File: src/idPkg.sv
// Shared decode types; fixed 32 x 32-bit register file, MIPS-I encodings only, no coprocessor ops.
package idPkg;

	// ~~~~~~~~~~~~~~~~~~~~~~~~~~~~~~~~~~~~~~
	// Basic types
	// ~~~~~~~~~~~~~~~~~~~~~~~~~~~~~~~~~~~~~~
	typedef logic [4:0]  regAddrT;                  // Register index.
	typedef logic [31:0] wordT;                     // Data word.

	// Opcode field, instr[31:26].
	localparam logic [5:0] opRType = 6'h00;         // Special, uses funct.
	localparam logic [5:0] opLw    = 6'h23;         // Load word.
	localparam logic [5:0] opSw    = 6'h2B;         // Store word.
	localparam logic [5:0] opBeq   = 6'h04;         // Branch if equal.
	localparam logic [5:0] opAddi  = 6'h08;         // Add immediate.

	// Funct field, instr[5:0], R-type only.
	localparam logic [5:0] fnAdd = 6'h20;
	localparam logic [5:0] fnSub = 6'h22;
	localparam logic [5:0] fnAnd = 6'h24;
	localparam logic [5:0] fnOr  = 6'h25;
	localparam logic [5:0] fnSlt = 6'h2A;

	// ALU operation class. Zero sits at 2'b00 so a bubble or an
	// illegal op carries an all-zero control word.
	typedef enum logic [1:0] {
		aluZero  = 2'b00,                           // Illegal, no operation.
		aluAdd   = 2'b01,                           // Address calc and addi.
		aluSub   = 2'b10,                           // Compare for beq.
		aluFunct = 2'b11                            // Execute decodes funct.
	} aluOpT;

	// ~~~~~~~~~~~~~~~~~~~~~~~~~~~~~~~~~~~~~~
	// Bundles
	// ~~~~~~~~~~~~~~~~~~~~~~~~~~~~~~~~~~~~~~
	typedef struct packed {
		logic  regDst;                              // Dest is rd, else rt.
		logic  aluSrc;                              // Operand B is immediate.
		logic  memRead;                             // Load.
		logic  memWrite;                            // Store.
		logic  memToReg;                            // Writeback from memory.
		logic  regWrite;                            // Writes a register.
		logic  branch;                              // Conditional branch.
		aluOpT aluOp;                               // ALU class.
		logic  illegal;                             // Unsupported encoding.
	} ctrlBundleT;                                  // 10 bits.

	typedef struct packed {
		logic    regWrite;                          // Write enable from WB.
		regAddrT writeReg;                          // Destination register.
		wordT    writeData;                         // Result being retired.
	} wbBusT;                                       // 38 bits.

	typedef struct packed {
		logic       valid;                          // Real instruction, not bubble.
		ctrlBundleT ctrl;
		wordT       pcPlus4;
		wordT       readData1;                      // rs operand.
		wordT       readData2;                      // rt operand.
		wordT       signExtImm;
		regAddrT    rs;
		regAddrT    rt;
		regAddrT    rd;
		logic [5:0] funct;
	} idExBundleT;                                  // 160 bits.

endpackage

File: src/regFile.sv
// 32 x 32 register file; register 0 reads zero, bypass selects come from hazardUnit, reset clears all.
`timescale 1ns/1ps

module regFile import idPkg::*; (
	input  logic       Clk,
	input  logic       rstN,
	input  regAddrT    readAddr1,                   // rs.
	input  regAddrT    readAddr2,                   // rt.
	input  wbBusT      wb,                          // Writeback port.
	input  logic [1:0] bypassSel,                   // Bit 0 port 1, bit 1 port 2.
	output wordT       readData1,
	output wordT       readData2
);

	// ~~~~~~~~~~~~~~~~~~~~~~~~~~~~~~~~~~~~~~
	// Storage
	// ~~~~~~~~~~~~~~~~~~~~~~~~~~~~~~~~~~~~~~
	wordT regs [0:31];                              // Entry 0 never written.
	logic wrEn;                                     // Qualified write strobe.

	assign wrEn = wb.regWrite && (wb.writeReg != '0); // No writes to $zero.

	always_ff @(posedge Clk or negedge rstN) begin
		if (!rstN) begin
			for (int i = 0; i < 32; i++) begin
				regs[i] <= '0;                      // Clean state, no preload.
			end
		end else if (wrEn) begin
			regs[wb.writeReg] <= wb.writeData;      // Visible next cycle.
		end
	end

	// ~~~~~~~~~~~~~~~~~~~~~~~~~~~~~~~~~~~~~~
	// Read ports
	// ~~~~~~~~~~~~~~~~~~~~~~~~~~~~~~~~~~~~~~
	// Zero check wins over bypass, so a WB write aimed at $zero
	// cannot leak through the pass-through path.
	always_comb begin
		if (readAddr1 == '0) begin
			readData1 = '0;                         // Hard-wired zero.
		end else if (bypassSel[0]) begin
			readData1 = wb.writeData;               // Same-cycle WB.
		end else begin
			readData1 = regs[readAddr1];
		end
	end

	always_comb begin
		if (readAddr2 == '0) begin
			readData2 = '0;                         // Hard-wired zero.
		end else if (bypassSel[1]) begin
			readData2 = wb.writeData;               // Same-cycle WB.
		end else begin
			readData2 = regs[readAddr2];
		end
	end

	// ~~~~~~~~~~~~~~~~~~~~~~~~~~~~~~~~~~~~~~
	// Checks
	// ~~~~~~~~~~~~~~~~~~~~~~~~~~~~~~~~~~~~~~
	// Holds even when WB targets $zero with bypass raised by hazardUnit.
	zeroReadsZero: assert property (@(posedge Clk) disable iff (!rstN)
		((readAddr1 == '0) |-> (readData1 == '0)) and
		((readAddr2 == '0) |-> (readData2 == '0)))
		else $error("register zero read back nonzero");

endmodule

File: src/instrDecode.sv
// Decodes R-type add/sub/and/or/slt, lw, sw, beq, addi; anything else is a flagged no-op.
`timescale 1ns/1ps

module instrDecode import idPkg::*; (
	input  wordT       instr,
	output regAddrT    rs,
	output regAddrT    rt,
	output regAddrT    rd,
	output logic [5:0] funct,
	output wordT       signExtImm,
	output ctrlBundleT ctrl
);

	// ~~~~~~~~~~~~~~~~~~~~~~~~~~~~~~~~~~~~~~
	// Field split
	// ~~~~~~~~~~~~~~~~~~~~~~~~~~~~~~~~~~~~~~
	logic [5:0] opcode;                             // instr[31:26].
	logic       functOk;                            // Supported R-type funct.

	assign opcode = instr[31:26];
	assign rs     = instr[25:21];
	assign rt     = instr[20:16];
	assign rd     = instr[15:11];
	assign funct  = instr[5:0];                     // Passed on even for I-type.

	assign signExtImm = {{16{instr[15]}}, instr[15:0]}; // Replicate bit 15.

	always_comb begin
		case (funct)
			fnAdd, fnSub, fnAnd, fnOr, fnSlt: functOk = 1'b1;
			default:                          functOk = 1'b0;
		endcase
	end

	// ~~~~~~~~~~~~~~~~~~~~~~~~~~~~~~~~~~~~~~
	// Control table
	// ~~~~~~~~~~~~~~~~~~~~~~~~~~~~~~~~~~~~~~
	always_comb begin
		ctrl = '0;                                  // All-zero default.
		case (opcode)
			opRType: begin
				if (functOk) begin
					ctrl.regDst   = 1'b1;           // Write rd.
					ctrl.regWrite = 1'b1;
					ctrl.aluOp    = aluFunct;
				end else begin
					ctrl.illegal  = 1'b1;           // Unknown funct.
				end
			end
			opLw: begin
				ctrl.aluSrc   = 1'b1;               // Base + offset.
				ctrl.memRead  = 1'b1;
				ctrl.memToReg = 1'b1;
				ctrl.regWrite = 1'b1;               // Into rt.
				ctrl.aluOp    = aluAdd;
			end
			opSw: begin
				ctrl.aluSrc   = 1'b1;               // Base + offset.
				ctrl.memWrite = 1'b1;
				ctrl.aluOp    = aluAdd;
			end
			opBeq: begin
				ctrl.branch   = 1'b1;               // Resolved downstream.
				ctrl.aluOp    = aluSub;
			end
			opAddi: begin
				ctrl.aluSrc   = 1'b1;
				ctrl.regWrite = 1'b1;               // Into rt.
				ctrl.aluOp    = aluAdd;
			end
			default: begin
				ctrl.illegal  = 1'b1;               // Unsupported opcode.
			end
		endcase
	end

	// ~~~~~~~~~~~~~~~~~~~~~~~~~~~~~~~~~~~~~~
	// Checks
	// ~~~~~~~~~~~~~~~~~~~~~~~~~~~~~~~~~~~~~~
	// Across the whole table, no encoding may both load and store.
	noLoadStore: assert final (!(ctrl.memRead && ctrl.memWrite))
		else $error("decode set memRead and memWrite together");

endmodule

File: src/hazardUnit.sv
// Bypass selects for same-cycle WB and load-use stall; rt is compared even when unused by the op.
`timescale 1ns/1ps

module hazardUnit import idPkg::*; (
	input  regAddrT    rs,
	input  regAddrT    rt,
	input  wbBusT      wb,                          // Writeback this cycle.
	input  logic       exMemRead,                   // Load sitting in EX.
	input  regAddrT    exWriteReg,                  // Its destination.
	output logic [1:0] bypassSel,                   // To regFile.
	output logic       stall                        // To fetch and ID/EX.
);

	// ~~~~~~~~~~~~~~~~~~~~~~~~~~~~~~~~~~~~~~
	// Writeback pass-through
	// ~~~~~~~~~~~~~~~~~~~~~~~~~~~~~~~~~~~~~~
	// No zero test here. regFile masks address 0 itself.
	logic wbHitRs;
	logic wbHitRt;

	assign wbHitRs = wb.regWrite && (wb.writeReg == rs);
	assign wbHitRt = wb.regWrite && (wb.writeReg == rt);

	assign bypassSel = {wbHitRt, wbHitRs};          // Bit 1 rt, bit 0 rs.

	// ~~~~~~~~~~~~~~~~~~~~~~~~~~~~~~~~~~~~~~
	// Load-use
	// ~~~~~~~~~~~~~~~~~~~~~~~~~~~~~~~~~~~~~~
	// Loaded data is not ready until MEM, and only the WB pass-through
	// exists, so any consumer of a load in EX waits one cycle.
	logic exLoadLive;                               // Load with real destination.
	logic exHitRs;
	logic exHitRt;

	assign exLoadLive = exMemRead && (exWriteReg != '0); // $zero needs no wait.
	assign exHitRs    = (exWriteReg == rs);
	assign exHitRt    = (exWriteReg == rt);

	assign stall = exLoadLive && (exHitRs || exHitRt); // Pure function of inputs.

endmodule

File: src/idExReg.sv
// ID/EX pipeline register; no back-pressure from EX, a held or invalid slot becomes a bubble.
`timescale 1ns/1ps

module idExReg import idPkg::*; (
	input  logic       Clk,
	input  logic       rstN,
	input  logic       ifValid,                     // IF/ID slot holds a real instr.
	input  logic       stall,                       // Load-use from hazardUnit.
	input  idExBundleT next,                        // Assembled decode result.
	output idExBundleT idEx
);

	logic load;                                     // Advance a real instruction.

	assign load = ifValid && !stall;

	// ~~~~~~~~~~~~~~~~~~~~~~~~~~~~~~~~~~~~~~
	// Register
	// ~~~~~~~~~~~~~~~~~~~~~~~~~~~~~~~~~~~~~~
	always_ff @(posedge Clk or negedge rstN) begin
		if (!rstN) begin
			idEx <= '0;                             // Valid and ctrl cleared.
		end else begin
			idEx <= next;                           // Payload always follows.
			if (load) begin
				idEx.valid <= 1'b1;
			end else begin
				idEx.valid <= 1'b0;                 // Bubble.
				idEx.ctrl  <= '0;                   // Nothing downstream fires.
			end
		end
	end

	// ~~~~~~~~~~~~~~~~~~~~~~~~~~~~~~~~~~~~~~
	// Checks
	// ~~~~~~~~~~~~~~~~~~~~~~~~~~~~~~~~~~~~~~
	// A bubble must not change architectural state in later stages.
	bubbleInert: assert property (@(posedge Clk) disable iff (!rstN)
		!idEx.valid |-> (!idEx.ctrl.regWrite && !idEx.ctrl.memWrite))
		else $error("bubble carries a write enable");

endmodule

File: src/idStage.sv
// Decode stage top; IF/ID must hold instr, pcPlus4 and ifValid while stall is high.
`timescale 1ns/1ps

module idStage import idPkg::*; (
	input  logic       Clk,
	input  logic       rstN,
	input  wordT       instr,                       // From IF/ID.
	input  wordT       pcPlus4,                     // From IF/ID.
	input  logic       ifValid,                     // From IF/ID.
	input  wbBusT      wb,                          // From writeback.
	input  logic       exMemRead,                   // From execute.
	input  regAddrT    exWriteReg,                  // From execute.
	output idExBundleT idEx,                        // To execute.
	output logic       stall                        // To fetch.
);

	// ~~~~~~~~~~~~~~~~~~~~~~~~~~~~~~~~~~~~~~
	// Internal nets
	// ~~~~~~~~~~~~~~~~~~~~~~~~~~~~~~~~~~~~~~
	regAddrT    rs;
	regAddrT    rt;
	regAddrT    rd;
	logic [5:0] funct;
	wordT       signExtImm;
	ctrlBundleT ctrl;
	logic [1:0] bypassSel;                          // WB pass-through per port.
	wordT       readData1;
	wordT       readData2;
	idExBundleT next;                               // D side of ID/EX.

	// ~~~~~~~~~~~~~~~~~~~~~~~~~~~~~~~~~~~~~~
	// Blocks
	// ~~~~~~~~~~~~~~~~~~~~~~~~~~~~~~~~~~~~~~
	instrDecode i_instrDecode (
		.instr      (instr),
		.rs         (rs),
		.rt         (rt),
		.rd         (rd),
		.funct      (funct),
		.signExtImm (signExtImm),
		.ctrl       (ctrl)
	);

	hazardUnit i_hazardUnit (
		.rs         (rs),
		.rt         (rt),
		.wb         (wb),
		.exMemRead  (exMemRead),
		.exWriteReg (exWriteReg),
		.bypassSel  (bypassSel),
		.stall      (stall)
	);

	regFile i_regFile (
		.Clk       (Clk),
		.rstN      (rstN),
		.readAddr1 (rs),
		.readAddr2 (rt),
		.wb        (wb),
		.bypassSel (bypassSel),
		.readData1 (readData1),
		.readData2 (readData2)
	);

	// Bundle assembly. idExReg decides valid and bubbling.
	assign next = '{valid: ifValid, ctrl: ctrl, pcPlus4: pcPlus4,
		readData1: readData1, readData2: readData2, signExtImm: signExtImm,
		rs: rs, rt: rt, rd: rd, funct: funct};

	idExReg i_idExReg (
		.Clk     (Clk),
		.rstN    (rstN),
		.ifValid (ifValid),
		.stall   (stall),
		.next    (next),
		.idEx    (idEx)
	);

endmodule

File: config.mk
export PLATFORM = sky130hd
export DESIGN_NAME = idStage
export DESIGN_NICKNAME = d
export VERILOG_FILES = /design/src/idPkg.sv /design/src/regFile.sv /design/src/instrDecode.sv /design/src/hazardUnit.sv /design/src/idExReg.sv /design/src/idStage.sv
export SDC_FILE = /design/constraint.sdc
export NUM_CORES = 2
export LEC_CHECK = 0
export CAP_MARGIN = 20
export CORE_MARGIN = 8
export CORE_UTILIZATION = 48
export CTS_BUF_LIST = sky130_fd_sc_hd__clkbuf_16
export DETAILED_ROUTE_END_ITERATION = 6
export DONT_BUFFER_PORTS = 1
export PLACE_DENSITY_LB_ADDON = 0.3
export SYNTH_ARGS = -nofsm -noshare
export SYNTH_HDL_FRONTEND = slang
export SYNTH_HIERARCHICAL = 1
export SYNTH_SLANG_ARGS = --single-unit
File: constraint.sdc
create_clock -name Clk -period 3 [get_ports Clk]
set_input_delay 0.15 -clock Clk [delete_from_list [all_inputs] [get_ports Clk]]
set_output_delay 0.15 -clock Clk [all_outputs]
set_load 0.05 [all_outputs]
# == Word level (Yosys, flattened, before mapping) ==
# Index checks and enable logic that the tools add are counted.
# totals
regBits,1168
in_bits,111
out_inout_bits,161
word_cells,115
# op_classes
magnitude_cmp,4
eq_ne,13
n_mux,27
bitwise,3
n_reduce_logical,18
# ops
op,n
bitwise mux 1024 bit,1
binary-select mux 32 bit (select 5 bit),2
two-way mux 32 bit,9
demux 32 bit (select 5 bit),1
"== test 6 bit, second input constant",7
== test 5 bit,4
">= comparator 6 bit, second input constant",3
NOT 5 -> 6 bit,3
zero test 5 bit,2
two-way mux 10 bit,1
nonzero test 5 bit,2
two-way mux 1 bit,9
logical AND 1 bit,7
"== test 6 x 3 -> 1 bit, second input constant",1
"== test 6 x 4 -> 1 bit, second input constant",1
zero test 6 bit,1
"< comparator 6 x 1 -> 1 bit, second input constant",1
case mux 2 bit (3 select lines),1
OR reduction 5 bit,1
case mux 1 bit (2 select lines),2
OR reduction 4 bit,1
OR reduction 3 bit,1
two-way mux 2 bit,1
OR reduction 2 bit,1
other kinds (2),2

# == Depth between registers and ports, before layout ==
# logic_depth
depth_word,6
depth_mapped,10
depth_no_buf,7

# == Hierarchy ==
# The synthesis kept the hierarchy.
# by_module_without_submodules
mod,instances,cells_each,area_each_um2,seq_area_each_um2
regFile,1,4372,56305.3,25624.6
idExReg,1,173,4113.9,4003.8
instrDecode,1,78,583.1,0.0
hazardUnit,1,33,252.7,0.0

# == Worst setup path after synthesis ==
# No wires, ideal clock.
# synth_path
kind,input port to flip-flop
from,input instr[21]
to,"register, netlist name i_idExReg/idEx[149]"
setup_ps,120
arrival_time_ps,1951
t_required_ps,2880
path_slack_ps,929
path_stages,7
n_path_buf,2
cell_sequence,buf_4 -> xor2_1 -> nor3_1 -> nand3_1 -> a21oi_1 -> buf_6 -> and3b_1
# synth_via
elab_chain_cells,6
# synth_lines
item,line_no,rtl
start: declaration,idStage.sv:7,"input wordT instr,"
== test 5 bit,hazardUnit.sv:36,assign exHitRs = (exWriteReg == rs);
logical OR 1 bit,hazardUnit.sv:39,assign stall = exLoadLive && (exHitRs || exHitRt);
logical AND 1 bit,hazardUnit.sv:39,
via stall,idStage.sv:14,output logic stall
zero test 1 bit,idExReg.sv:15,assign load = ifValid && !stall;
logical AND 1 bit,idExReg.sv:15,
two-way mux 10 bit,idExReg.sv:25,if (load) begin
# The timed path passes the listed nets, and every way through them passes these cells.
# A chain may end at the register's enable or synchronous reset.

# == Worst setup path after layout ==
# layout_path
from,input instr[17]
to,output stall
# layout_via
elab_chain_cells,3
# layout_lines
item,line_no,rtl
== test 5 bit,hazardUnit.sv:37,assign exHitRt = (exWriteReg == rt);
logical OR 1 bit,hazardUnit.sv:39,
logical AND 1 bit,hazardUnit.sv:39,
end: declaration,idStage.sv:14,
# No other way between the ends.

==> results.json <==
{
  "end_kind": "output pin",
  "holdWs_ns": -0.933,
  "required_ns": 2.85,
  "cts.sinks": 1184,
  "synth_compound_area_share_pct": 5.74,
  "synth_edf_count": 0,
  "syn-cell-area_mm2": 0.0613,
  "layout_setup_ws_ns": 0.128,
  "die_h_um": 373,
  "grt_pass1_vias": 42969,
  "cts_tree": "built",
  "hold_violations": 377,
  "io_buffers": 0,
  "drv_slew": 330,
  "synth_fp_nets": 4767,
  "critPathKind": "in -> out",
  "relSlewSlack_pct": -14.9,
  "ys_warn_count": 6,
  "gr-total-overflow": 0,
  "placed_area_mm2": 0.0618,
  "startpoint_type": "primary input",
  "place_ws_ns": 0.652,
  "final_cell_area_mm2": 0.0692,
  "synth_top_area_share_pct": 48.4,
  "final_net_count": 4690,
  "fp.dieArea_mm2": 0.139,
  "p_leak_nw": 30.6,
  "ys_types": 50,
  "viasPerCell": 6.66,
  "dp_hpwl_mm": 110,
  "grt_setup_unrepaired": "no",
  "powerDensity_mw_per_mm2": 678,
  "synth.avg_cell_area_um2": 13.2,
  "hold_buffers": 214,
  "synth_top_cell_by_area": "dfrtp_1",
  "ys_top_cells_by_count": "1184 x dfrtp_1, 1005 x mux2_2, 512 x mux2i_1",
  "synth.area.mux_share_pct": 36.6,
  "grt_usage_pct": 29.7,
  "seq_area_frac_synth_pct": 48.4,
  "antenna_left": 0,
  "clock_latency_ns": 0.79,
  "synth_xor_area_share_pct": 0.286,
  "violations": "negative hold slack, max-slew violations",
  "antenna_found_initial": 13,
  "grt_max_degree": 1185,
  "critPathArrivalTime_ns": 2.72,
  "synth_ff_type": "dfrtp_1",
  "drive_gt1_share_pct": 35.4,
  "cp_max_fo": 137,
  "worst_pin_slew_ns": 1.72,
  "tns_ns": 0,
  "r2r_end": "i_idExReg/idEx[58]$_DFF_PN0_",
  "crit_start": "instr[17]",
  "synth_fa_ha_area_share_pct": 0,
  "reg2reg_slack_ns": 0.81,
  "cap_violations": 0,
  "hp-class": "in -> async",
  "post_drt_wl_per_cell_um": 33.5,
  "syn_inst": 4656,
  "ir_worst_vdd_uv": 532,
  "htree_levels": 4,
  "cts_buffers": 134,
  "synthArstFlopShare_pct": 100,
  "finalCritPeriodShare_pct": 95.7,
  "rr_worst_depth": 6,
  "wirelength_mm": 213,
  "dr.pass1.iters": 6,
  "worstSetupEndpoint": "stall",
  "min_period_ns": 2.87,
  "clock_path_buffers": 3,
  "num_rows": 131,
  "synth_most_common_cell": "dfrtp_1",
  "die_w_um": 373,
  "synth_simple_gate_area_share_pct": 4.31,
  "syn2layout_area_growth_pct": 12.9,
  "path_clk_slew_ns": 0.06,
  "vias": 42266,
  "gp_congestion": 0.853,
  "setup_viol": 0,
  "synth_area_leaders": "dfrtp_1 48%, mux2_2 18%, mux4_2 9.4%",
  "post-route-util_pct": 54.5,
  "synth-seq-cells": 1184,
  "synth_top_family_by_area": "multiplexers",
  "core_mm2": 0.127,
  "pin_count": 272,
  "drc": 0,
  "status": "complete, but fails checks",
  "fin_skew_ns": 0.0304,
  "start_util_pct": 48.2,
  "grt_first_pass_wirelength_mm": 307,
  "cts_root_buf": "clkbuf_16",
  "timing.fmax_mhz": 348,
  "first_iter_violations": 4834,
  "worstReg2RegStart": "i_regFile/regs[165]$_DFFE_PN0P_"
}
-- worst min path at each step --
| stage | from | endpoint | slack (ns) |
|---|---|---|---|
| floorplan | rstN | i_idExReg/idEx[0]$_DFF_PN0_ | -0.15 |
| global placement | rstN | i_idExReg/idEx[136]$_DFF_PN0_ | -0.12 |
| detailed placement | rstN | i_idExReg/idEx[146]$_DFF_PN0_ | -0.11 |
| CTS | rstN | i_idExReg/idEx[146]$_DFF_PN0_ | -0.95 |
| global route | rstN | i_idExReg/idEx[136]$_DFF_PN0_ | -0.98 |
| finish | rstN | i_idExReg/idEx[136]$_DFF_PN0_ | -0.93 |
-- report_power, final --
part           switching, mW  internal [mW]
logic                   3.61           4.79
registers               2.86           18.8
clock network           6.97           9.90
total                   13.4           33.4
-- sequential cells by signal, indices dropped and copies added (netlist names) --
signal / flops
i_idExReg/idEx: 160
i_regFile/regs: 1024
-- kinds of logic after synthesis --
logic type	Yosys count
xor gates and xnor gates	20
buffers and inverters	575
muxes	1793
AOI/OAI and AO/OA	491
DFF	1184
and+or+nand+nor	593
-- layout by cell type (no fill, tap or decap), types with 77 or more instances in the layout --
| cell type | netlist | final |
|---|---|---|
| nand2_1 | 365 | 354 |
| dfrtp_1 | 1184 | 1184 |
| dlygate4sd3_1 | 0 | 190 |
| nand3_1 | 131 | 130 |
| clkbuf_16 | 0 | 139 |
| a22oi_1 | 128 | 128 |
| o21ai_0 | 86 | 86 |
| mux4_2 | 256 | 256 |
| mux2_2 | 1005 | 1005 |
| a32oi_1 | 128 | 128 |
| buf_4 | 100 | 77 |
| mux2i_1 | 512 | 512 |
-- final cells by class --
| cell class | instances | area (um^2) |
|---|---|---|
| Fill cell | 10268 | 57900 |
| Sequential cell | 1184 | 29600 |
| Tap cell | 1662 | 2080 |
| Antenna cell | 4 | 10.0 |
| Clock buffer | 138 | 3450 |
| Multi-Input combinational cell | 2897 | 29100 |
| Inverter | 36 | 135 |
| Clock inverter | 101 | 983 |
| Timing Repair Buffer | 326 | 3820 |
-- critical path, stage by stage --
cell and delay (ns):
dlygate4sd3_1 0.74, buf_12 0.29, buf_16 0.32, xnor2_1 0.16, nand3_1 0.10, a21oi_2 0.11
dlygate4sd3_1 0.55, buf_4 0.25
-- what timing repair did --
action,CTS,global route
gates resized for setup,0,2
endpoints found under the hold margin,2336,342
buffers inserted,0,0
setup endpoints to repair,0,1
-- per-layer routing --
layer,vias up,part of all wire [%],GRT usage (%)
met5,-,0.0061,0
li1,17131,-,-
met1,22205,39,38.8
met2,2304,44,44.6
met3,624,11,10.0
met4,2,5.6,14.1
-- through the flow --
stage	power (mW)	cells
final	46.9	6348
after global routing	48.7	6345
after CTS	46.6	6326
after detailed placement	28.8	5873
after global placement	28.5	5872
after floorplan	27.3	4656
Power figures use the tool's default switching activity.
